**src/design/s16_pkg.sv**
```systemverilog
// Address map, bus types and palette word layout shared by all board units
`default_nettype none

package s16_pkg;

    // CPU word address map
    localparam int                ADDR_W     = 12;
    localparam int                PAL_WORDS  = 256;
    localparam int                PAL_AW     = $clog2(PAL_WORDS);
    localparam logic [ADDR_W-1:0] PAL_BASE   = 12'h000;
    localparam logic [ADDR_W-1:0] IO_BASE    = 12'h800;
    localparam logic [ADDR_W-1:0] IO_LAST    = 12'h802;
    localparam logic [ADDR_W-1:0] VCTRL_ADDR = 12'h810;

    // Value seen on reads that hit nothing
    localparam logic [15:0] OPEN_BUS = 16'hFFFF;

    // Status dump table
    localparam logic [7:0] ST_VCTRL  = 8'h00;
    localparam logic [7:0] ST_PALCNT = 8'h01;
    localparam logic [7:0] ST_DIP_LO = 8'h10;
    localparam logic [7:0] ST_DIP_HI = 8'h11;

    // One main CPU cycle, dsn is active low per byte lane
    typedef struct packed {
        logic              cs;
        logic              rnw;
        logic [1:0]        dsn;
        logic [ADDR_W-1:0] addr;
        logic [15:0]       wdata;
    } cpu_bus_t;

    // One-hot target of a decoded cycle
    typedef struct packed {
        logic pal;
        logic io;
        logic vctrl;
        logic none;
    } sel_t;

    // Palette entry bit layout
    typedef struct packed {
        logic       shade;
        logic       b_lo;
        logic       g_lo;
        logic       r_lo;
        logic [3:0] b_hi;
        logic [3:0] g_hi;
        logic [3:0] r_hi;
    } pal_fields_t;

    // CPU sees a plain word, video side sees colour fields
    typedef union packed {
        logic [15:0] raw;
        pal_fields_t fields;
    } pal_word_u;

    typedef struct packed {
        logic [4:0] red;
        logic [4:0] green;
        logic [4:0] blue;
    } rgb_t;

endpackage

`default_nettype wire

```
**src/design/s16_bus_decode.sv**
```systemverilog
// Decodes each CPU bus cycle into a registered one-hot target select and bus word
`timescale 1ns/1ps
`default_nettype none

module s16_bus_decode (
    input  wire                       clk,
    input  wire                       reset,
    input  wire  s16_pkg::cpu_bus_t   cpu,
    output s16_pkg::sel_t             sel,
    output s16_pkg::cpu_bus_t         bus_q
);

    logic          pal_hit;
    logic          io_hit;
    logic          vctrl_hit;
    s16_pkg::sel_t sel_nxt;

    always_comb begin
        // Palette occupies one aligned block
        pal_hit   = cpu.addr[s16_pkg::ADDR_W-1:s16_pkg::PAL_AW]
                    == s16_pkg::PAL_BASE[s16_pkg::ADDR_W-1:s16_pkg::PAL_AW];
        io_hit    = (cpu.addr >= s16_pkg::IO_BASE) && (cpu.addr <= s16_pkg::IO_LAST);
        vctrl_hit = cpu.addr == s16_pkg::VCTRL_ADDR;

        sel_nxt = '0;
        if (cpu.cs) begin
            sel_nxt.pal   = pal_hit;
            sel_nxt.io    = io_hit;
            sel_nxt.vctrl = vctrl_hit;
            // Catches everything outside the map
            sel_nxt.none  = !(pal_hit || io_hit || vctrl_hit);
        end
    end

    always_ff @(posedge clk) begin
        if (reset) begin
            sel <= '0;
        end else begin
            sel <= sel_nxt;
        end
    end

    // Bus word travels alongside the select
    always_ff @(posedge clk) begin
        bus_q <= cpu;
    end

endmodule

`default_nettype wire

```
**config.mk**
```make
export PLATFORM = sky130hd
export DESIGN_NAME = s16_bus_decode
export DESIGN_NICKNAME = d
export VERILOG_FILES = /design/src/design/s16_pkg.sv /design/src/design/s16_bus_decode.sv
export SDC_FILE = /design/constraint.sdc
export NUM_CORES = 1
export LEC_CHECK = 0
export ABC_AREA = 1
export ABC_CLOCK_PERIOD_IN_PS = 800
export BUFFER_PORTS_ARGS = -buffer_cell sky130_fd_sc_hd__buf_2
export CORE_MARGIN = 10
export CORE_UTILIZATION = 35
export DETAILED_ROUTE_END_ITERATION = 10
export GPL_ROUTABILITY_DRIVEN = 0
export HOLD_SLACK_MARGIN = 0.03
export MAX_ROUTING_LAYER = met4
export PLACE_DENSITY_LB_ADDON = 0.1
export SETUP_SLACK_MARGIN = 0.4
export SLEW_MARGIN = 20
export SYNTH_ARGS = -nofsm -noshare
export SYNTH_HDL_FRONTEND = slang
export SYNTH_SLANG_ARGS = --single-unit
```
**constraint.sdc**
```tcl
create_clock -name clk -period 0.8 [get_ports clk]
set_input_delay 0.16 -clock clk [delete_from_list [all_inputs] [get_ports clk]]
set_output_delay 0.16 -clock clk [all_outputs]
set_load 0.02 [all_outputs]
```
==> summary.md <==
| Metric | Value |
|---|---|
| Worst Setup SP | `bus_q[27]$_DFF_P_` |
| Critical Path Max Stage Delay | `0.35 ns` |
| Synth top area share | `0.837` |
| CP top delay family | `flip-flops` |
| Cell taking the most area after synthesis | `dfxtp_1` |
| Dpl cells | `roughly 160` |
| Final Cell Area | `0.00174 mm^2` |
| Die W | `about 70 um` |
| WP data arrival | `0.80 ns` |
| Tcrit/Tclk final | `1.20` |
| Max-Cap Viols | `0` |
| Vias | `between 700 and 800` |
| Fmax | `between 1000 and 1500 MHz` |
| Least-Margin Pin Slew | `0.130 ns` |
| DR iter-0 viols | `5` |
| Synthesized flop and latch total | `36` |
| Core Region | `0.00228 mm^2` |
| Net Switching | `0.786 mW` |
| CTS tree | `yes` |
| Vias per cell | `approximately 4.2` |
| Max_slew headroom | `0.913` |
| Die H | `69.6 um` |
| Status | `complete, but fails checks` |
| Initial antenna violation count | `0` |
| Sequential area share after synthesis | `0.837` |
| Detailed placer's ending HPWL | `between 1.5 and 2 mm` |
| Vias in the first global route | `819` |
| Crit end category | `primary output` |
| Grt total ovfl | `0` |
| Kind of critical path | `register to primary output` |
| Peak VDD IR | `1.52 mV` |
| Tmin final | `0.964 ns` |
| Drt wl/cell | `15.2 um` |
| Synth-to-layout area growth | `102%` |
| Worst endpoint required time | `0.64 ns` |
| Final WS setup | `-0.164 ns` |
| Cell internal pwr | `2.43 mW` |
| Final net count | `between 150 and 200` |
| ANT cells | `0` |
| Post-DRT Antenna Nets | `0` |
| Failing checks | `negative hold slack, negative setup slack` |
| Clock-pin slew on the worst setup and hold paths | `0.10 ns` |
| TritonCTS Sinks | `36` |
| First-pass GRT wire length | `4.11 mm` |
| Initial DRT Pass Iterations | `3` |
| Synthesized cell area | `861 um^2` |
| Remaining DRCs | `0` |
| Fillers | `164` |
| Final Max Slew Viols | `0` |
| Crit path cell chain | `buf_6` |
| Avg Cell Area, Syn | `13.5 um^2` |
| GR Util All Layers | `0.112` |
| Switching Fraction | `0.245` |
| Synth warn | `0` |
| CP max-delay cell | `dfxtp_4` |
| Initial core utilization | `0.378` |
| Clk pwr share | `0.269` |
| Setup Viol. Count Final | `36` |
| TritonCTS Buffers | `5` |
| CP Max Fanout | `1` |
| Min-Delay Path Class | `primary input to register` |
| H-tree level count | `2` |
| Die area | `around 0.0048 mm^2` |
| Fraction of layout instances using a drive strength above 1 | `0.881` |
| Flop pwr share | `0.580` |
| RSZ-0062 raised after global routing | `true` |
| Synth cell types | `12` |
| Overall power | `3.21 mW` |
| Post-CTS Setup Bufs | `0` |
| PortBufs | `69` |
| CP startpoint kind | `register` |
| CTS Buffer Depth | `2` |
| Root Buffer Master | `clkbuf_4` |
| Utilization after layout | `0.765` |
| Ranking of synthesized cells by area | `dfxtp_1 (84%), nor2_2 (2.9%), nand2_1 (2.6%)` |
| Pwr dens | `1840 mW/mm^2` |
| Syn nets | `slightly below 100` |
| Placed inst area | `0.00140 mm^2` |
| Final hold vios | `31` |
| Num ports | `70` |
| Finished Layout Cells | `171` |
| Final hold slack | `-0.0707 ns` |
| Row cnt | `17` |
| Post-Synthesis Cells | `64` |
| Detailed Route WL | `2.60 mm` |
| CP bufs+invs | `1` |
| Gate power share | `0.151` |
| Worst hold path startpoint | `cpu[14]` |
| Leak pwr | `approximately 0.78 nW` |
| Largest net degree at the start of global routing | `11` |
[metrics by stage]
stage	TNS, ns	worst slack [ns]
final	-5.47	-0.164
after detailed placement	-0.0663	-0.0516
after CTS	-6.09	-0.174
after global routing	-6.76	-0.198
after global placement	-0.0260	-0.0260
after floorplan	0	0.142
[registers in the layout, indices dropped and copies added (netlist names)]
name / flops
sel: 4
bus_q: 32
[power groups by stage]
stage          combinational (mW)  sequential [mW]  clock (mW)
2_1_floorplan              0.0357             2.01           0
3_3_place_gp                0.348             1.88           0
5_1_grt                     0.517             1.87       0.984
6_report                    0.486             1.86       0.863
4_1_cts                     0.480             1.86       0.897
3_5_place_dp                0.354             1.88           0
[cells in the mapped netlist]
cell / number
dfxtp_1: 36
nand2_1: 6
nor2_1: 6
inv_1: 4
nor2_2: 4
nand2_2: 2
a21oi_1: 1
nand3_1: 1
nand4_1: 1
nor2_4: 1
nor3_1: 1
nor3_2: 1
[path summary, 6_finish.rpt]
| path | endpoint | slack (ns) | cells after the start |
|---|---|---|---|
| setup / recovery | bus_q[27] | -0.16 | 1 |
| hold / removal | bus_q[14]$_DFF_P_ | -0.07 | 1 |
[logic make-up (layout without fill, tap and decap cells)]
group / after synthesis / count (layout) / synth area share
DFF: 36 / 36 / 0.837
buffers and inverters: 4 / 83 / 0.0174
and+or+nand+nor: 23 / 23 / 0.140
AOI/OAI and AO/OA: 1 / 1 / 0.00581
[layer usage]
layer | routed length [um] | track usage | vias to the layer above | share of wire
met5 | 0 | - | - | 0
met1 | 938 | 0.0982 | 305 | 0.36
met2 | 1380 | 0.192 | 45 | 0.53
met3 | 221 | 0.0542 | 7 | 0.085
met4 | 56 | 0.0665 | 0 | 0.022
li1 | - | - | 355 | -
[final cells by class]
class | instances | area [um^2] | area share
clock buffer | 7 | 45.0 | 0.0259
clock inverter | 1 | 3.75 | 0.00216
inverter | 4 | 15.0 | 0.00862
multi-input combinational | 24 | 155 | 0.0891
sequential | 36 | 853 | 0.490
tap | 28 | 35.0 | 0.0201
timing repair buffer | 71 | 634 | 0.364
[what timing repair did]
item | in CTS | in global routing
resized for setup | 83 | 6
pin swaps | 10 | 7
endpoints found under the hold margin | 33 | 32
setup endpoints to repair | 40 | 40
gates cloned | 0 | 0
[cells in the final DEF (no fill, tap or decap)]
cell / synthesis / final
a21oi_1: 1 / 1
buf_2: 0 / 27
buf_4: 0 / 1
buf_6: 0 / 41
buf_8: 0 / 2
clkbuf_1: 0 / 2
clkbuf_4: 0 / 5
clkinv_1: 0 / 1
dfxtp_2: 0 / 1
dfxtp_4: 0 / 35
inv_1: 4 / 4
nand2_1: 6 / 5
nand2_2: 2 / 3
nand3_2: 0 / 1
nand4_1: 1 / 1
nor2_1: 6 / 3
nor2_2: 4 / 5
nor2_4: 1 / 3
nor3_2: 1 / 2
Power figures use the tool's default switching activity.
