**config.mk**
```make
export PLATFORM = sky130hd
export DESIGN_NAME = s16_io
export DESIGN_NICKNAME = d
export VERILOG_FILES = /design/src/design/s16_pkg.sv /design/src/design/s16_io.sv
export SDC_FILE = /design/constraint.sdc
export NUM_CORES = 1
export LEC_CHECK = 0
export BUFFER_PORTS_ARGS = -buffer_cell sky130_fd_sc_hd__buf_4
export CORE_MARGIN = 2
export CORE_UTILIZATION = 52
export CTS_CLUSTER_SIZE = 20
export DETAILED_ROUTE_END_ITERATION = 7
export PLACE_DENSITY = 0.82
export SLEW_MARGIN = 20
export SYNTH_ARGS = -nofsm -noshare
export SYNTH_HDL_FRONTEND = slang
export SYNTH_SLANG_ARGS = --single-unit
```
**constraint.sdc**
```tcl
create_clock -name clk -period 2.65 [get_ports clk]
set_clock_uncertainty 0.05 [all_clocks]
set_input_delay 0.3975 -clock clk [delete_from_list [all_inputs] [get_ports clk]]
set_output_delay 0.3975 -clock clk [all_outputs]
set_load 0.1 [all_outputs]
```
**src/design/s16_pkg.sv**
```systemverilog
// Address map, bus types and palette word layout shared by all board units
`default_nettype none

package s16_pkg;

    // CPU word address map
    localparam int                ADDR_W     = 12;
    localparam int                PAL_WORDS  = 256;
    localparam int                PAL_AW     = $clog2(PAL_WORDS);
    localparam logic [ADDR_W-1:0] PAL_BASE   = 12'h000;
    localparam logic [ADDR_W-1:0] IO_BASE    = 12'h800;
    localparam logic [ADDR_W-1:0] IO_LAST    = 12'h802;
    localparam logic [ADDR_W-1:0] VCTRL_ADDR = 12'h810;

    // Value seen on reads that hit nothing
    localparam logic [15:0] OPEN_BUS = 16'hFFFF;

    // Status dump table
    localparam logic [7:0] ST_VCTRL  = 8'h00;
    localparam logic [7:0] ST_PALCNT = 8'h01;
    localparam logic [7:0] ST_DIP_LO = 8'h10;
    localparam logic [7:0] ST_DIP_HI = 8'h11;

    // One main CPU cycle, dsn is active low per byte lane
    typedef struct packed {
        logic              cs;
        logic              rnw;
        logic [1:0]        dsn;
        logic [ADDR_W-1:0] addr;
        logic [15:0]       wdata;
    } cpu_bus_t;

    // One-hot target of a decoded cycle
    typedef struct packed {
        logic pal;
        logic io;
        logic vctrl;
        logic none;
    } sel_t;

    // Palette entry bit layout
    typedef struct packed {
        logic       shade;
        logic       b_lo;
        logic       g_lo;
        logic       r_lo;
        logic [3:0] b_hi;
        logic [3:0] g_hi;
        logic [3:0] r_hi;
    } pal_fields_t;

    // CPU sees a plain word, video side sees colour fields
    typedef union packed {
        logic [15:0] raw;
        pal_fields_t fields;
    } pal_word_u;

    typedef struct packed {
        logic [4:0] red;
        logic [4:0] green;
        logic [4:0] blue;
    } rgb_t;

endpackage

`default_nettype wire

```
**src/design/s16_io.sv**
```systemverilog
// Cabinet input synchronisers, active-low input words and the video control register
`timescale 1ns/1ps
`default_nettype none

module s16_io (
    input  wire                       clk,
    input  wire                       reset,
    input  wire                       sel_io,
    input  wire                       sel_vctrl,
    input  wire  s16_pkg::cpu_bus_t   bus_q,
    input  wire  [7:0]                joystick1,
    input  wire  [7:0]                joystick2,
    input  wire  [3:0]                start_button,
    input  wire  [3:0]                coin_input,
    input  wire                       service,
    input  wire  [15:0]               dipsw,
    output logic [15:0]               io_rdata,
    output logic                      video_en,
    output logic                      flip
);

    typedef struct packed {
        logic [7:0]  joy2;
        logic [7:0]  joy1;
        logic        service;
        logic [3:0]  coin;
        logic [3:0]  start;
        logic [15:0] dip;
    } cab_t;

    cab_t cab_s1;
    cab_t cab_n;

    // Two flops per input, second stage holds the board's active-low view
    always_ff @(posedge clk) begin
        cab_s1 <= {joystick2, joystick1, service, coin_input, start_button, dipsw};
        cab_n  <= ~cab_s1;
    end

    // Video control lives in the low byte
    always_ff @(posedge clk) begin
        if (reset) begin
            video_en <= 1'b0;
            flip     <= 1'b0;
        end else if (sel_vctrl && !bus_q.rnw && !bus_q.dsn[0]) begin
            video_en <= bus_q.wdata[0];
            flip     <= bus_q.wdata[1];
        end
    end

    always_ff @(posedge clk) begin
        if (sel_vctrl) begin
            io_rdata <= {14'd0, flip, video_en};
        end else if (sel_io) begin
            case (bus_q.addr[1:0])
                2'd0:    io_rdata <= {cab_n.joy2, cab_n.joy1};
                2'd1:    io_rdata <= {7'h7F, cab_n.service, cab_n.coin, cab_n.start};
                default: io_rdata <= cab_n.dip;
            endcase
        end
    end

endmodule

`default_nettype wire

```
==> impl_results.md, run 1 <==
* Most frequent cells in the layout: 98 x dfxtp_1, 68 x buf_4, 43 x inv_1
* Syn_nets at a little over 300
* Slowest stage cell, crit path: dfxtp_1
* Post-CTS Resized at 0
* DR vias at roughly 1.7k
* I/O Buffers at approximately 70
* Hold path endpoint: cab_s1[33]$_DFF_P_
* Setup repair bufs after CTS at 0
* I/O pin total at 95
* Routed WL at 4.38 mm
* Avg WL per Cell at 11.8 um
* Final Hold Vio Count at 0
* Worst-path clk slew at roughly 0.090 ns
* Sequential-to-total area share from yosys stat at between 70 and 80%
* Worst setup path class: flop to output port
* Initial antenna violation count at 0
* Die Width at between 70 and 80 um
* Commonest non-fill, non-tap cell in the layout: dfxtp_1
* Status: completed
* Hold Path Class: input port to flop
* Root buffer cell: clkbuf_8
* Syn_area_per_cell at 12.3 um^2
* Ys Warns at 0
* Count of different cell masters after synthesis at 19
* RSZ-0062 raised after global routing: false
* Mux share of post-synthesis cell area at a little under 4%
* Layout cell share with drive strength beyond 1 at roughly 28%
* Largest net degree at the start of global routing at 31
* Crit path arrival time at about 1.0 ns
* Critical Path RT at between 2 and 2.5 ns
* Final HPWL DP at ~2.9 mm
* Critical-path cell list: buf_4
* Post-Route Utilization at 68.9%
* DIE HEIGHT at 77.2 um
* Crit Reg-Reg Startpoint: video_en$_SDFFE_PP0P_
* WHS Path Cells at 1
* Maxcap violations at 0
* CTS Buf Count at 9
* Power Dens Cells at just over 800 nW/um^2
* CP endpoint kind: output port
* Maximum vdd drop at 0.531 mV
* CP Max Fanout at 3
* Die Footprint at 5960 um^2
* Reg2reg setup slack at 1.71 ns
* Slew @ Worst Pin at roughly 0.38 ns
* Slew HR at between 70% and 80%
* DRC Markers at 0
* Area grow syn2layout at 27.2%
* Seq cells post-synth at 100
* Gr usage total at between 10% and 20%
* Max Freq at roughly 0.68 GHz
* Pwr Total at just under 3000 uW
* TritonCTS clock tree: built
* Cts-stage hold buffer count at 0
* Worst R2R End: io_rdata[0]$_DFFE_PP_
* CP top delay family: flip-flops
* Multi-input logic area at 551 um^2
* Leak Pwr at roughly 0.0017 uW
* RD Place Congestion at a little under 0.7
* Post-Syn Area at about 2800 um^2
* Fin nets at between 300 and 400
* # diodes at 0
* Slew Limit Fails at 0
* DR pass1 iterations at 4
* Num rows at 26
* Final Critical Period at 1.47 ns
* Routed vias/inst at ~4.5
* Core area at 5140 um^2
* Overflow after GRT at 0
* Compound-Gate Fraction of Synth Area at just over 5%
* Vias in the first global route at around 1.5k
* Critical Path Start Type: flop
* Adder-Cell Fraction of Synth Area at 0%
* WHS at about 0.10 ns
* Worst Path Buf+Inv at 1
* First-pass GRT wire length at 6.99 mm
* Max clock buf depth at 2
* Synth Instances at between 200 and 250
* Placed Area at 3330 um^2
* Crit-path max cell delay at around 0.38 ns
* Fillcell total at just over 400
* Initial Utilization at 54.2%
* Clk Latency, worst-skew pair at 0.34 ns
* H-tree depth at 3
* Sink Count at 100
* Setup_tns at 0 ns
* Synth Area in Simple Gates at approximately 11%
* Drt initial violations at 45
* Post-route ant nets at 0
* Period utilization at between 50% and 60%
* Post-route cell area at 3540 um^2
* Largest family of logic cells by synthesized area: simple AND/OR/NAND/NOR gates
* Worst r2r path cells at 2
* Seq. cell area at approximately 2000 um^2
* Synth Area in XOR/XNOR at 0%
* # setup viols final at 0
* Hold Startpoint: joystick2[0]
cell type report:
type / count / share of cell area (%)
inverter: 43 / 4.56
timing repair buffer: 68 / 14.4
sequential: 100 / 57.1
multi-input combinational: 73 / 15.5
tap: 70 / 2.47
clock buffer: 11 / 4.28
clock inverter: 5 / 1.63
layer usage:
layer	up-vias	GRT usage (%)	part of all wire, %
met5	-	0	0
met2	39	25.6	49
met3	9	4.00	4.3
li1	858	-	-
met1	770	18.5	44
met4	0	8.57	1.8
cell families (layout without fill, tap and decap cells):
logic type | after synthesis | in the layout
AND/OR/NAND/NOR | 46 | 46
buffers and inverters | 53 | 127
flip-flops | 100 | 100
AO/OA/AOI/OAI | 16 | 16
multiplexers | 11 | 11
registers in the layout (all words and copies together) (netlist names):
| signal | cells |
|---|---|
| cab_n | 41 |
| cab_s1 | 41 |
| flip | 1 |
| io_rdata | 16 |
| video_en | 1 |
through the flow:
stage / setup slack (ns) / std cells
3_5_place_dp: 1.17 / 354
4_1_cts: 1.16 / 370
6_report: 1.18 / 370
2_1_floorplan: 1.14 / 226
5_1_grt: 1.13 / 370
3_3_place_gp: 1.21 / 354
cell usage after synthesis, drive strengths merged:
cell type  count  area (um^2)
a221oi         2         17.5
buf            5         30.0
clkbuf         5         20.0
dfxtp         98         1960
edfxtp         2         60.1
inv           43          161
mux2i         11          110
nand2b        19          119
nand4b         7         61.3
nor2           1         3.75
nor2b          7         43.8
nor3           7         35.0
nor3b          3         22.5
o221ai         7         61.3
o32ai          7         61.3
or2            1         6.26
or3b           1         8.76
power breakdown:
part,internal (uW),switching [uW]
registers,1590,26.2
clock network,490,479
logic,107,210
total,2190,715
worst max-delay path by stage:
stage                     cells past startpoint                       end                       from  slack, ns
after floorplan                               2     io_rdata[0]$_DFFE_PP_      video_en$_SDFFE_PP0P_       1.14
after global placement                        3  io_rdata[6]$_SDFFE_PP0P_                     sel_io       1.21
after detailed placement                      3  io_rdata[3]$_SDFFE_PP0P_                     sel_io       1.17
after CTS                                     1                  video_en      video_en$_SDFFE_PP0P_       1.16
after global routing                          1              io_rdata[13]  io_rdata[13]$_SDFFE_PP0P_       1.13
final                                         1                  video_en      video_en$_SDFFE_PP0P_       1.18
(Power assumes the default switching activity.)
==> inputs of run 2 (changes only) <==
- CORE_UTILIZATION: 52 -> 43
- PLACE_DENSITY: 0.82 -> 0.73
- clock period: 2.65 -> 1.3 ns (I/O delays scaled with it)
==> run 2 against run 1 <==
  * Critical endpoint unchanged
  * First-iteration DRC count down 13%
  * Wire length rose by 14%
  * Cell count increased by 14%
  * Sequential cell count unchanged
==> impl_results.md, run 2 (synthesis results as in run 1) <==
* Status: completed
* H-tree depth at 3
* Post-Layout Cell Count at around 420
* Post-route ant nets at 0
* # setup viols final at 0
* Sink Count at 100
* Inst Count DP at around 370
* Largest net degree at the start of global routing at 25
* Overflow after GRT at 0
* Crit path arrival time at a little under 1 ns
* Drt initial violations at 39
* First-pass GRT wire length at 8.57 mm
* Routed WL at ~5 mm
* Num rows at 29
* Clk Latency, worst-skew pair at 0.35 ns
* Slowest stage cell, crit path: dfxtp_2
* Maximum vdd drop at 0.879 mV
* Fillcell total at between 400 and 500
* Crit-path max cell delay at around 0.36 ns
* Post-CTS Resized at 0
* I/O pin total at between 90 and 100
* Worst Path Buf+Inv at 1
* Period utilization at a little over nine tenths
* Final Hold Vio Count at 0
* Power Dens Cells at 1520 nW/um^2
* DRC Markers at 0
* Initial antenna violation count at 0
* Worst setup path class: flop to output port
* Seq. cell area at about 2000 um^2
* Most frequent cells in the layout: 89 x dfxtp_1, 73 x buf_4, 43 x inv_1
* Routed vias/inst at ~4.4
* Leak Pwr at roughly 0.0019 uW
* RD Place Congestion at 0.754
* Slew Limit Fails at 0
* Max Freq at ~0.81 GHz
* Critical Path Start Type: flop
* DIE HEIGHT at 84.5 um
* CP top delay family: flip-flops
* Setup repair bufs after CTS at 0
* Area grow syn2layout at 44.3%
* TritonCTS clock tree: built
* Fin nets at 418
* Pwr Total at approximately 6100 uW
* Final Critical Period at approximately 1.2 ns
* Initial Utilization at between 40% and 50%
* Worst-path clk slew at about 0.090 ns
* Root buffer cell: clkbuf_8
* Max clock buf depth at 2
* Die Width at ~84 um
* # diodes at 0
* CP endpoint kind: output port
* Commonest non-fill, non-tap cell in the layout: dfxtp_1
* DR pass1 iterations at 4
* Gr usage total at approximately 16%
* Largest registers: cab_n x41, cab_s1 x41, io_rdata x16
* Slew @ Worst Pin at approximately 0.4 ns
* Critical Path RT at 1.05 ns
* Avg WL per Cell at 11.8 um
* I/O Buffers at between 60 and 70
* Die Footprint at 7130 um^2
* Hold Path Class: input port to flop
* Vias in the first global route at between 1.5k and 2k
* DR vias at around 1.8k
* Critical-path cell list: buf_4
* Slew HR at a little over 70%
* Cts-stage hold buffer count at 41
* CTS Buf Count at 9
* Multi-input logic area at 551 um^2
* CP Max Fanout at 3
* RSZ-0062 raised after global routing: false
* Layout cell share with drive strength beyond 1 at 28.4%
* Maxcap violations at 0
* Core area at between 6000 and 7000 um^2
* Final HPWL DP at 3.00 mm
* Setup_tns at 0 ns
run 2: cell types whose count changed in the layout (fill, tap and decap cells not counted):
| cell | before | now |
|---|---|---|
| dlygate4sd3_1 | 0 | 41 |
| dfxtp_2 | 0 | 9 |
| clkinvlp_4 | 0 | 1 |
| clkbuf_8 | 11 | 10 |
| buf_4 | 68 | 73 |
| clkinv_2 | 2 | 0 |
| dfxtp_1 | 98 | 89 |
| clkbuf_16 | 0 | 1 |
run 2: worst paths after layout:
check / startpoint / endpoint / slack (ns) / depth (start not counted)
min reg2reg: cab_s1[23]$_DFF_P_ / cab_n[23]$_DFF_P_ / 0.31 / 1
min: bus_q[1] / flip$_SDFFE_PP0P_ / 0.06 / 3
max: video_en$_SDFFE_PP0P_ / video_en / 0.06 / 1
max reg2reg: cab_n[26]$_DFF_P_ / io_rdata[1]$_DFFE_PP_ / 0.40 / 2
run 2: through the flow:
| stage | cell area, um^2 | hold slack (ns) | worst slack (ns) | util (%) |
|---|---|---|---|---|
| after floorplan | 2800 | 0.173 | 0.00397 | - |
| after global placement | 3390 | 0.250 | 0.114 | 53.7 |
| after detailed placement | 3390 | 0.251 | 0.0764 | 53.7 |
| after CTS | 4020 | 0.0349 | 0.0294 | 63.6 |
| after global routing | 4020 | 0.0489 | 0.0140 | 63.6 |
| final | 4020 | 0.0574 | 0.0607 | 63.6 |
run 2: metal layers:
metal	up-vias	GRT usage, %	routed length [um]
li1	951	-	-
met1	834	16.6	1940
met2	48	27.8	2700
met3	12	4.42	217
met4	0	9.96	145
met5	-	0	0
run 2: power breakdown:
part | leakage [uW] | switching, uW | total (uW) | internal (uW)
Sequential | 0.000848 | 51.9 | 3300 | 3250
Combinational | 0.000908 | 452 | 761 | 309
Clock | 0.000107 | 976 | 2030 | 1060
Total | 0.00186 | 1480 | 6100 | 4620
run 2: final cells by class:
class                   count  area share [%]
clock buffers              11            4.05
clock inverters             4            1.37
inverters                  43            4.02
multi-input cells          73            13.7
flip-flops and latches    100            50.6
well taps                  77            2.40
repair buffers            114            23.9
==> inputs of run 3 (changes only) <==
- CORE_UTILIZATION: 43 -> 46
- CTS_BUF_LIST: not set -> sky130_fd_sc_hd__clkbuf_4 sky130_fd_sc_hd__clkbuf_8
- PLACE_DENSITY: 0.73 -> 0.77
==> run 3 against run 2 <==
  * Cell count shrank 0.24%
  * Non-clock buffer count is the same
  * Cell area shrank 0.81%
  * Sequential share of layout area grew 0.41 points
  * First-iteration DRC count grew 5.1%
  * Utilization grew 4.1 points
  * Die area shrank 6.2%
  * Register-to-register slack is essentially flat
  * Clock power shrank 12%
  * Sequential power is essentially flat
  * Power shrank 4.0%
  * Worst setup slack lost 0.0084 ns
  * Highest routed layer unchanged
==> impl_results.md, run 3 (synthesis results as in run 1) <==
* First-pass GRT wire length at 7.89 mm
* Worst Path Buf+Inv at 1
* Initial Utilization at a little under half
* Hold Startpoint: bus_q[1]
* Overflow after GRT at 0
* Num rows at 28
* Leak Pwr at around 0.0019 uW
* Hold Path Class: input port to flop
* # setup viols final at 0
* Avg WL per Cell at 11.9 um
* Reg2reg setup slack at a little over 0.4 ns
* Fin nets at ~420
* Clock Power Share at 30.5%
* Final Critical Period at about 1.2 ns
* Area grow syn2layout at 43.1%
* Crit-path max cell delay at ~0.35 ns
* I/O Buffers at 68
* Largest registers: cab_n x41, cab_s1 x41, io_rdata x16
* Status: completed
* H-tree depth at 3
* Setup repair bufs after CTS at 0
* Routed WL at approximately 5.0 mm
* Die Footprint at between 6000 and 7000 um^2
* I/O pin total at 95
* DIE HEIGHT at a little over 80 um
* RD Place Congestion at between 0.7 and 0.8
* Switching power at about 1600 uW
* DRC Markers at 0
* TritonCTS clock tree: built
* Slew @ Worst Pin at 0.394 ns
* Commonest non-fill, non-tap cell in the layout: dfxtp_1
* Gr usage total at approximately 16%
* Switching share of power at 26.7%
* Final Hold Vio Count at 0
* Gate power share at 13.0%
* Max Freq at approximately 0.80 GHz
* DR pass1 iterations at 4
* Worst setup path class: flop to output port
* # diodes at 0
* Maximum vdd drop at between 1 and 1.5 mV
* Drt initial violations at 41
* Worst-path clk slew at approximately 0.090 ns
* Vias in the first global route at ~1.9k
* Slowest stage cell, crit path: dfxtp_1
* Crit path arrival time at 1.00 ns
* Maxcap violations at 0
* Worst setup startpoint: io_rdata[14]$_SDFFE_PP0P_
* Power Dens Cells at 1470 nW/um^2
* Setup_tns at 0 ns
* Critical-path cell list: buf_4
* Reg power frac at ~56%
* Slew Limit Fails at 0
* Crit Reg-Reg Startpoint: video_en$_SDFFE_PP0P_
* DR vias at 1858
* Clk Latency, worst-skew pair at about 0.36 ns
* Initial antenna violation count at 0
* Slew HR at 73.6%
* Period utilization at 96.0%
* Post-route ant nets at 0
* Critical Path RT at ~1.1 ns
* WHS at approximately 0.038 ns
* Core area at around 5900 um^2
* CTS Buf Count at 9
* Layout cell share with drive strength beyond 1 at ~29%
* RSZ-0062 raised after global routing: false
* Largest net degree at the start of global routing at 19
* Sink Count at 100
* Routed vias/inst at 4.41
* Final HPWL DP at 3.03 mm
* CP endpoint kind: output port
* Int Power at roughly 4300 uW
* Critical Path Start Type: flop
* Root buffer cell: clkbuf_8
* Most frequent cells in the layout: 89 x dfxtp_1, 71 x buf_4, 43 x inv_1
* Die Width at 81.8 um
* CP top delay family: flip-flops
* CP Max Fanout at 2
* Max clock buf depth at 2
## run 3: through the flow
stage               total power (uW)  utilization [%]  setup slack [ns]  instance area [um^2]  cells
finish                          5850             67.7            0.0523                  3990    421
global route                    6120             67.7           0.00169                  3990    421
CTS                             5910             67.6            0.0218                  3980    421
detailed placement              4040             57.5            0.0987                  3390    364
global placement                4030             57.5             0.137                  3390    364
floorplan                       3810                -           0.00397                  2800    226
## run 3: worst paths after layout
kind | to | cells after the start
max reg2reg | io_rdata[0]$_DFFE_PP_ | 2
max | io_rdata[14] | 1
min | flip$_SDFFE_PP0P_ | 3
min reg2reg | cab_n[21]$_DFF_P_ | 1
## run 3: final cells by class
class,instances,area (um^2)
clock buffers,9,124
clock inverters,7,56.3
fillers,443,1900
inverters,43,161
multi-input cells,73,551
flip-flops and latches,100,2030
well taps,75,93.8
repair buffers,114,966
## run 3: power by group through the flow
stage / registers (uW) / clock network (uW) / logic (uW)
floorplan: 3670 / 0 / 146
global placement: 3380 / 0 / 651
detailed placement: 3380 / 0 / 662
CTS: 3310 / 1840 / 760
global route: 3330 / 1990 / 808
finish: 3310 / 1780 / 763
## run 3: per-layer routing
| layer | vias to the layer above | track usage (%) | part of all wire [%] |
|---|---|---|---|
| met1 | 851 | 15.7 | 39 |
| li1 | 956 | - | - |
| met4 | 0 | 10.2 | 2.5 |
| met3 | 10 | 5.49 | 4.4 |
| met2 | 41 | 30.2 | 54 |
| met5 | - | 0 | 0 |
## run 3: worst reg2reg max path, cell delays in order (launching register included)
cell,delay [ns]
dfxtp_2,0.35
inv_1,0.04
a221oi_1,0.26
## run 3: what timing repair did
item	in CTS	in global routing
hold endpoints to repair	41	0
gates resized for setup	0	2
setup endpoints to repair	0	2
hold buffers	41	0
