<file path="config.mk">
export PLATFORM = sky130hd
export DESIGN_NAME = s16_readback
export DESIGN_NICKNAME = d
export VERILOG_FILES = /design/src/design/s16_pkg.sv /design/src/design/s16_readback.sv
export SDC_FILE = /design/constraint.sdc
export NUM_CORES = 1
export LEC_CHECK = 0
export BUFFER_PORTS_ARGS = -buffer_cell sky130_fd_sc_hd__buf_2
export CAP_MARGIN = 40
export CORE_MARGIN = 2
export CORE_UTILIZATION = 43
export CTS_CLUSTER_DIAMETER = 120
export CTS_CLUSTER_SIZE = 12
export DETAILED_ROUTE_END_ITERATION = 10
export HOLD_SLACK_MARGIN = 0.05
export PLACE_DENSITY = 0.79
export SETUP_SLACK_MARGIN = 0.5
export SKIP_LAST_GASP = 1
export SYNTH_ARGS = -nofsm -noshare
export SYNTH_HDL_FRONTEND = slang
export SYNTH_SLANG_ARGS = --single-unit
export TNS_END_PERCENT = 100
</file>
<file path="constraint.sdc">
create_clock -name clk -period 1.7 [get_ports clk]
set_input_delay 0.34 -clock clk [delete_from_list [all_inputs] [get_ports clk]]
set_output_delay 0.34 -clock clk [all_outputs]
set_load 0.05 [all_outputs]
</file>
<file path="src/design/s16_pkg.sv">
// Address map, bus types and palette word layout shared by all board units
`default_nettype none

package s16_pkg;

    // CPU word address map
    localparam int                ADDR_W     = 12;
    localparam int                PAL_WORDS  = 256;
    localparam int                PAL_AW     = $clog2(PAL_WORDS);
    localparam logic [ADDR_W-1:0] PAL_BASE   = 12'h000;
    localparam logic [ADDR_W-1:0] IO_BASE    = 12'h800;
    localparam logic [ADDR_W-1:0] IO_LAST    = 12'h802;
    localparam logic [ADDR_W-1:0] VCTRL_ADDR = 12'h810;

    // Value seen on reads that hit nothing
    localparam logic [15:0] OPEN_BUS = 16'hFFFF;

    // Status dump table
    localparam logic [7:0] ST_VCTRL  = 8'h00;
    localparam logic [7:0] ST_PALCNT = 8'h01;
    localparam logic [7:0] ST_DIP_LO = 8'h10;
    localparam logic [7:0] ST_DIP_HI = 8'h11;

    // One main CPU cycle, dsn is active low per byte lane
    typedef struct packed {
        logic              cs;
        logic              rnw;
        logic [1:0]        dsn;
        logic [ADDR_W-1:0] addr;
        logic [15:0]       wdata;
    } cpu_bus_t;

    // One-hot target of a decoded cycle
    typedef struct packed {
        logic pal;
        logic io;
        logic vctrl;
        logic none;
    } sel_t;

    // Palette entry bit layout
    typedef struct packed {
        logic       shade;
        logic       b_lo;
        logic       g_lo;
        logic       r_lo;
        logic [3:0] b_hi;
        logic [3:0] g_hi;
        logic [3:0] r_hi;
    } pal_fields_t;

    // CPU sees a plain word, video side sees colour fields
    typedef union packed {
        logic [15:0] raw;
        pal_fields_t fields;
    } pal_word_u;

    typedef struct packed {
        logic [4:0] red;
        logic [4:0] green;
        logic [4:0] blue;
    } rgb_t;

endpackage

`default_nettype wire

</file>
<file path="src/design/s16_readback.sv">
// Returns CPU read data with the bus acknowledge and serves the status dump port
`timescale 1ns/1ps
`default_nettype none

module s16_readback (
    input  wire                  clk,
    input  wire                  reset,
    input  wire  s16_pkg::sel_t  sel,
    input  wire  [15:0]          pal_rdata,
    input  wire  [15:0]          io_rdata,
    input  wire                  video_en,
    input  wire                  flip,
    input  wire                  pal_wr,
    input  wire  [15:0]          dipsw,
    input  wire  [7:0]           st_addr,
    output logic [7:0]           st_dout,
    output logic [15:0]          cpu_rdata,
    output logic                 cpu_ack
);

    s16_pkg::sel_t sel_d;
    logic [7:0]    wr_cnt;

    // Target data arrives one cycle after the select
    always_ff @(posedge clk) begin
        if (reset) begin
            sel_d   <= '0;
            cpu_ack <= 1'b0;
            wr_cnt  <= '0;
        end else begin
            sel_d   <= sel;
            cpu_ack <= |sel_d;
            if (pal_wr) begin
                wr_cnt <= wr_cnt + 8'd1;
            end
        end
    end

    always_ff @(posedge clk) begin
        if (sel_d.pal) begin
            cpu_rdata <= pal_rdata;
        end else if (sel_d.io || sel_d.vctrl) begin
            cpu_rdata <= io_rdata;
        end else if (sel_d.none) begin
            cpu_rdata <= s16_pkg::OPEN_BUS;
        end
    end

    // Status dump
    always_ff @(posedge clk) begin
        case (st_addr)
            s16_pkg::ST_VCTRL:  st_dout <= {6'd0, flip, video_en};
            s16_pkg::ST_PALCNT: st_dout <= wr_cnt;
            s16_pkg::ST_DIP_LO: st_dout <= dipsw[7:0];
            s16_pkg::ST_DIP_HI: st_dout <= dipsw[15:8];
            default:            st_dout <= '0;
        endcase
    end

endmodule

`default_nettype wire

</file>
==> key figures, run 1 <==
Outcome
  • Status: finished clean

Floorplanning
  • Die height: between 60 and 70 um
  • Die extent in x: around 64 um
  • Rows: 21
  • I/O pins: 90
  • Core Box Area: 3420 um2
  • Die Area: roughly 4100 um2
  • Starting Density: 0.458

Setup path
  • Critical path's largest stage delay: ~0.42 ns
  • CP max FO: 1
  • Worst Setup End Kind: primary output
  • Flop2flop setup slack: between 0.4 and 0.5 ns
  • CP bufs+invs: 1
  • Critical R2R Launch: wr_cnt[1]
  • Critical Path, Cell by Cell: buf_6
  • R2R depth: 5
  • CP Depth: 1
  • Req. time, crit path: roughly 1.4 ns
  • Worst flop-to-flop path endpoint: wr_cnt[6]
  • Crit start category: register
  • Worst setup path start: cpu_rdata[7]
  • WS Path Type: register to primary output
  • Setup crit end: cpu_rdata[7]
  • Slowest cell on the critical path: edfxtp_1
  • Critical Path AT: just over 0.9 ns
  • CP delay by family, top: flip-flops

Power and ir drop
  • Max VDD drop: ~0.54 mV
  • PD cells: approximately 860 nW/um2
  • Clk network pwr share: 0.276
  • Psw: about 570 uW
  • Reg power frac: 0.494
  • Combinational group share of total power: 0.229
  • LEAKAGE: roughly 1.1 nW
  • Switch share: 0.276
  • Int Power: 1.51 mW

Timing
  • Min Tclk post-route: approximately 1.3 ns
  • TNS Setup: 0 ns
  • Final Setup Violations: 0
  • FMAX: 0.787 GHz
  • Clock skew: around 0.0057 ns
  • Max-slew violations: 0
  • RSZ-0062 raised after global routing: yes
  • Hold Violations, Final: 0
  • Max transition margin: 0.696
  • Worst Tran Pin Value: 0.452 ns
  • Fin crit share: 0.747

CTS
  • Cts hold-fix bufs: 0
  • CTS Sinks: 37
  • Clk slew on worst S/H paths: 0.11 ns
  • Clk buf depth: 2
  • Clk_lat worst skew: about 0.34 ns
  • CTS H-tree depth: 2
  • CTS tree: built
  • Total CTS buffers: 5
  • Root buf cell: clkbuf_4

Route
  • Via density per instance: 4.99
  • 1st-pass router iterations: 4
  • Via count: 1482
  • Avg WL per Cell: about 13 um
  • Starting DRC count in detailed routing: 76
  • DR DRC count: 0
  • Post-route ant nets: 0
  • WL final: 3930 um

Synth
  • Yosys top cell by area: edfxtp_1
  • Post-synth cell types: 25
  • Post-synth top area share: 0.307
  • Synthesized area: 1560 um2
  • Post-synthesis instance total: approximately 150
  • Synth Area per Inst: around 10 um2
  • Mapped Nets: between 200 and 250
  • Sequential area share after synthesis: 0.576
  • Synthesized flop and latch total: 37
  • Yosys warnings: 0
  • Area contributors post-synth: edfxtp_1, dfxtp_1, nor2_1, a21oi_1, mux2_2

Finish
  • Layout net count: about 320
  • Area Growth Syn to Fin: 54.3%
  • Finished Core Util: 0.707
  • Layout cells sized above 1: 0.522
  • Ant. Diodes: 0

Place
  • DP Wirelength: 2670 um
  • GPL Wtd Cong: between 0.7 and 0.8
  • IO Port Bufs: just under 90

Global route
  • Vias in the first global route: 1403
  • Initial antenna violation count: 0
  • GRT Total Usage: 0.188
  • First-pass GRT wire length: 5930 um
  • Gr ovfl total: 0
  • Largest net degree at the start of global routing: 17

Worst hold path
  • Worst min path class: input pin to register

Flow run
  • Max-cap violation count: 0
[worst min path at each step]
stage          startpoint         to  slack, ns  depth (start not counted)
6_report           sel[3]   sel_d[3]       0.21                          2
5_1_grt            sel[2]   sel_d[2]       0.19                          2
4_1_cts            sel[1]   sel_d[1]       0.20                          2
3_5_place_dp    wr_cnt[7]  wr_cnt[7]       0.49                          2
3_3_place_gp    wr_cnt[7]  wr_cnt[7]       0.47                          2
2_1_floorplan       reset   sel_d[0]       0.41                          1
[what timing repair did]
action | 4_1_cts | 5_1_grt
resized for setup | 52 | 25
setup endpoints to repair | 54 | 57
setup buffers | 4 | 0
gates cloned | 1 | 1
pin swaps | 2 | 2
[Yosys cell counts (all sizes together)]
cell type and count:
a22oi 6, dfxtp 21, nor4 1, or4 2, inv 16, clkbuf 2
nand4 4, nand2 5, mux2 6, or3 2, o31ai 1, nor2b 6
xnor2 1, and3 2, a21oi 19, mux2i 1, buf 5, edfxtp 16
mux4 2, ha 1, o21bai 1, xor2 3, nor2 28, o21ai 2
[placed cells by master (no fill, tap or decap), types with 2 or more instances in the layout]
cell type | synthesis | layout
inv_1 | 16 | 16
a21oi_1 | 19 | 17
or4_4 | 0 | 3
a21oi_2 | 0 | 2
dfxtp_4 | 0 | 2
buf_6 | 0 | 27
mux4_2 | 2 | 2
mux2_2 | 6 | 6
nand4_1 | 4 | 4
dfxtp_1 | 21 | 9
nand2_1 | 5 | 5
edfxtp_1 | 16 | 16
buf_4 | 1 | 3
a22oi_1 | 6 | 6
buf_2 | 4 | 64
xor2_1 | 3 | 3
clkbuf_4 | 0 | 5
o21ai_0 | 2 | 2
nor2b_1 | 6 | 6
dfxtp_2 | 0 | 10
nor2_1 | 28 | 27
[stage by stage]
stage / hold WS [ns] / power [mW] / cell area [um2] / setup WS (ns) / cells
after floorplan: 0.412 / 1.30 / 1590 / 0.467 / 153
after global placement: 0.473 / 1.42 / 2050 / 0.172 / 282
after detailed placement: 0.489 / 1.43 / 2050 / 0.378 / 283
after CTS: 0.203 / 2.07 / 2310 / 0.417 / 296
after global routing: 0.195 / 2.16 / 2410 / 0.396 / 297
final: 0.210 / 2.08 / 2410 / 0.430 / 297
[kinds of logic after synthesis]
kind of cell	Yosys count	share of synthesized area
multiplexers	9	0.0784
buffers and inverters	23	0.0608
AO/OA/AOI/OAI	29	0.106
XOR/XNOR	4	0.0224
flip-flops	37	0.576
adder cells (fa/ha/maj)	1	0.00800
AND/OR/NAND/NOR	50	0.149
[sequential cells by signal, indices dropped and copies added (netlist names)]
signal,count
cpu_rdata,16
st_dout,8
wr_cnt,8
sel_d,4
cpu_ack,1
[cell type report]
type	count	area (um2)
Clock inverter	2	33.8
Multi-Input combinational cell	95	638
Clock buffer	6	41.3
Sequential cell	37	921
Fill cell	246	1000
Inverter	16	60.1
Timing Repair Buffer	95	662
Tap cell	46	57.6
[routing by layer]
metal,part of all wire,up-vias,track usage
met1,0.41,685,0.210
li1,-,724,-
met4,0.014,0,0.0638
met2,0.51,69,0.353
met5,0,-,0
met3,0.067,4,0.0387
[power by group through the flow]
stage               logic (mW)  clock network [mW]  registers [mW]
CTS                      0.462               0.590            1.02
floorplan                0.119                   0            1.18
finish                   0.477               0.575            1.03
detailed placement       0.394                   0            1.03
global placement         0.388                   0            1.03
global route             0.508               0.620            1.03
No activity file was read; power rests on OpenSTA's default activity.
==> run 2, diff against run 1 <==
ABC_AREA = 1   (was unset)
CORE_UTILIZATION = 44   (was 43)
PLACE_DENSITY = 0.78   (was 0.79)
clock period = 1.2 ns   (was 1.7 ns; I/O delays follow)
==> run 2 against run 1 <==
The run now fails in 5_1_grt. Synthesized cell count increased by 37%. Area after synthesis up 9.4%.
==> key figures, run 2 <==
Floorplanning
  • I/O pins: 90
  • Die height: 66.3 um
  • Rows: 22
  • Die extent in x: ~66 um
  • Starting Density: 0.464

CTS
  • CTS H-tree depth: 2
  • Root buf cell: clkbuf_8
  • CTS Sinks: 37
  • Total CTS buffers: 5
  • Cts hold-fix bufs: 0
  • Clk buf depth: 2

Synth
  • Number of flops mapped to enable cells by yosys: 16
  • Top_reg_cell synth: dfxtp_1
  • Post-synth top area share: 0.281
  • Synthesized area: approximately 1700 um2
  • Mapped Nets: about 280
  • Yosys top cell by area: edfxtp_1
  • Sequential area share after synthesis: 0.527
  • Most frequent cell after synthesis: nor2_1
  • Commonest cells post-synth: nor2_1, nand3_1, nand2_1
  • Post-synthesis instance total: 209
  • Synth Area per Inst: slightly above 8 um2
  • Yosys warnings: 0
  • Area contributors post-synth: edfxtp_1, dfxtp_1, nor2_1, nand3_1, a21oi_1
  • Synth async-reset ratio: 0
  • Synthesized flop and latch total: 37
  • Post-synth cell types: 20

Timing
  • WEP type: primary output
  • Worst Endpoint after GRT Repair: cpu_rdata[6]

Outcome
  • Failed at: 5_1_grt
  • First error: [ERROR DPL-0038] Utilization greater than 100%, impossible to legalize
  • Status: stopped before the end

Place
  • DP Wirelength: 3140 um
  • Dpl ws: 0.0332 ns
  • GPL Wtd Cong: about 0.8
  • IO Port Bufs: 89

Global route
  • Largest net degree at the start of global routing: 20
run 2: changes by cell type after synthesis, sizes merged, moves of 3 or more:
| cell | delta |
|---|---|
| nand3 | +30 |
| xor2 | -3 |
| nor2 | +28 |
| mux2 | -6 |
| a22oi | -6 |
| nor2b | -6 |
| inv | +7 |
| nand4 | -4 |
| nor3 | +3 |
| nand2 | +25 |
run 2: per-stage QoR:
stage / instance area (um2) / utilization / cells / hold WS, ns
2_1_floorplan: 1910 / - / 209 / 0.302
3_3_place_gp: 2380 / 0.647 / 342 / 0.439
3_5_place_dp: 2380 / 0.647 / 342 / 0.447
4_1_cts: 3250 / 0.880 / 365 / 0.143
run 2: repair_timing:
item / 4_1_cts
resized for setup: 171
setup endpoints to repair: 72
buffers inserted: 10
cloned: 5
hold endpoints to repair: 0
pin swaps: 65
run 2: cells by family after synthesis:
family / after synthesis / share of synthesized area
buffers and inverters: 29 / 0.0797
AOI/OAI and AO/OA: 23 / 0.0680
DFF: 37 / 0.527
and+or+nand+nor: 119 / 0.318
adders and majority gates: 1 / 0.00731
==> run 3, diff against run 2 <==
CORE_UTILIZATION = 36   (was 44)
CTS_CLUSTER_DIAMETER = unset   (was 120)
CTS_CLUSTER_SIZE = unset   (was 12)
HOLD_SLACK_MARGIN = unset   (was 0.05)
PLACE_DENSITY = unset   (was 0.78)
PLACE_DENSITY_LB_ADDON = 0.15   (was unset)
SETUP_SLACK_MARGIN = unset   (was 0.5)
==> run 3 against run 2 <==
The flow now finishes without violations. Synthesized cell count unchanged. Area after synthesis unchanged.
==> key figures, run 3 <==
CTS
  • CTS tree: built
  • CTS H-tree depth: 2
  • Clk slew on worst S/H paths: about 0.07 ns
  • Clk_lat worst skew: between 0.2 and 0.3 ns
  • Cts hold-fix bufs: 0
  • Clk buf depth: 2
  • Total CTS buffers: 5
  • Root buf cell: clkbuf_8
  • CTS Sinks: 37

Timing
  • Clock skew: roughly 0.0056 ns
  • RSZ-0062 raised after global routing: yes
  • Max-slew violations: 0
  • Max transition margin: 0.786
  • Fin crit share: 0.934
  • FMAX: roughly 0.89 GHz
  • Hold Violations, Final: 0
  • Min Tclk post-route: ~1.1 ns
  • Final Setup Violations: 0
  • Worst Tran Pin Value: about 0.32 ns
  • Hold Slack: ~0.15 ns
  • Setup ws final: about 0.080 ns

Finish
  • Finished Core Util: 0.507
  • Ant. Diodes: 0
  • Layout cells sized above 1: 0.390
  • Largest reg by FF count: cpu_rdata
  • Max reg flops: 16
  • Fillers: around 480
  • Commonest non-fill, non-tap cell in the layout: buf_2
  • FF+latch area: about 900 um2
  • Area Growth Syn to Fin: 38.0%
  • Non-Filler Instances: ~360
  • Largest regs: cpu_rdata: 16 flops, st_dout: 8 flops, wr_cnt: 8 flops
  • Area of the multi-input gates: ~700 um2
  • Most frequent cells in the layout: buf_2, nor2_1, nand3_1
  • Layout net count: 370

Synth
  • Synth Area in Compound Gates: 0.0680
  • Most frequent cell after synthesis: nor2_1
  • Commonest cells post-synth: nor2_1, nand3_1, nand2_1
  • Top_reg_cell synth: dfxtp_1
  • Synthesized area: ~1700 um2
  • Post-synth cell types: 20
  • Multiplexer area fraction after synthesis: 0
  • Synthesized flop and latch total: 37
  • Area contributors post-synth: edfxtp_1, dfxtp_1, nor2_1, nand3_1, a21oi_1
  • Post-synthesis simple-gate area fraction: 0.318
  • Post-Synth Adder-Cell Area: 0.00732
  • Post-synth top area share: 0.281
  • Mapped Nets: 275
  • Sequential area share after synthesis: 0.527
  • Largest family of logic cells by synthesized area: simple AND/OR/NAND/NOR gates
  • Post-synthesis instance total: ~210
  • Synth Area per Inst: around 8.2 um2
  • Yosys top cell by area: edfxtp_1
  • Number of flops mapped to enable cells by yosys: 16
  • Synth async-reset ratio: 0
  • Yosys warnings: 0
  • Post-Synth XOR/XNOR Area: 0

Route
  • Post-route ant nets: 0
  • 1st-pass router iterations: 4
  • Via density per instance: 4.60
  • Starting DRC count in detailed routing: 68
  • DR DRC count: 0
  • Avg WL per Cell: 11.2 um
  • WL final: around 4000 um
  • Via count: 1650

Floorplanning
  • Starting Density: 0.367
  • Die Area: 5320 um2
  • Die extent in x: approximately 73 um
  • I/O pins: 90
  • Die height: between 70 and 80 um
  • Rows: 25
  • Core Box Area: 4660 um2

Place
  • DP Wirelength: roughly 3000 um
  • GPL Wtd Cong: 0.798
  • Cells after DPL: 350
  • Dpl ws: a little over 0.03 ns
  • IO Port Bufs: between 80 and 90

Power and ir drop
  • Power Total: roughly 3.0 mW
  • Reg power frac: 0.469
  • Switch share: 0.278
  • Max VDD drop: 0.840 mV
  • Int Power: between 2 and 2.5 mW
  • Combinational group share of total power: 0.189
  • PD cells: between 1000 and 1500 nW/um2
  • Psw: approximately 850 uW
  • Clk network pwr share: 0.343
  • LEAKAGE: 1.15 nW

Worst hold path
  • Worst hold path depth: 3
  • Worst min path class: input pin to register

Setup path
  • WS Path Type: register to primary output
  • Critical path's largest stage delay: 0.33 ns
  • Slowest cell on the critical path: edfxtp_1
  • Flop2flop setup slack: ~0.090 ns
  • CP delay by family, top: flip-flops
  • R2R depth: 6
  • CP Depth: 1
  • Crit start category: register
  • Req. time, crit path: 0.96 ns
  • Worst Setup End Kind: primary output
  • CP max FO: 1
  • Critical Path AT: ~0.88 ns
  • Critical Path, Cell by Cell: buf_2
  • CP bufs+invs: 1

Global route
  • Largest net degree at the start of global routing: 17
  • Gr ovfl total: 0
  • GRT Total Usage: 0.152
  • Initial antenna violation count: 0
  • First-pass GRT wire length: roughly 6200 um
  • Vias in the first global route: approximately 1400

Flow run
  • Max-cap violation count: 0

Outcome
  • Status: finished clean
run 3: cells by family after synthesis:
group                      count (synthesis)
AOI/OAI and AO/OA                         23
adders and majority gates                  1
buffers and inverters                     29
DFF                                       37
and+or+nand+nor                          119
run 3: layout make-up:
| cell class | count | area share |
|---|---|---|
| clock inverters | 2 | 0.0143 |
| inverters | 23 | 0.0392 |
| repair buffers | 94 | 0.210 |
| well taps | 54 | 0.0286 |
| flip-flops and latches | 37 | 0.383 |
| multi-input cells | 143 | 0.295 |
| clock buffers | 6 | 0.0307 |
run 3: per-stage QoR:
step	cell area (um2)	TNS (ns)
floorplan	1720	0
global route	2360	-0.00520
finish	2360	0
global placement	2220	0
detailed placement	2220	0
CTS	2320	0
run 3: repair_timing:
| item | in CTS | in global routing |
|---|---|---|
| endpoints found under the setup margin | 0 | 18 |
| buffers inserted | 0 | 1 |
| gates resized for setup | 0 | 5 |
run 3: metal layers:
metal,vias to the layer above,GRT usage,share of wire,wire length (um)
li1,866,-,-,-
met1,717,0.188,0.44,1750
met2,59,0.248,0.48,1920
met3,8,0.0414,0.068,273
met4,0,0.0638,0.019,75
met5,-,0,0,0
run 3: path summary, 6_finish.rpt:
| check | start | endpoint |
|---|---|---|
| min | sel[2] | sel_d[2] |
| max reg2reg | wr_cnt[1] | wr_cnt[6] |
| min reg2reg | wr_cnt[6] | st_dout[6] |
| max | cpu_rdata[10] | cpu_rdata[10] |
run 3: power by group through the flow:
stage	combinational (mW)	clock [mW]	sequential [mW]
final	0.574	1.04	1.43
after CTS	0.563	1.07	1.42
after global placement	0.559	0	1.45
after floorplan	0.154	0	1.67
after detailed placement	0.562	0	1.45
after global routing	0.620	1.11	1.43
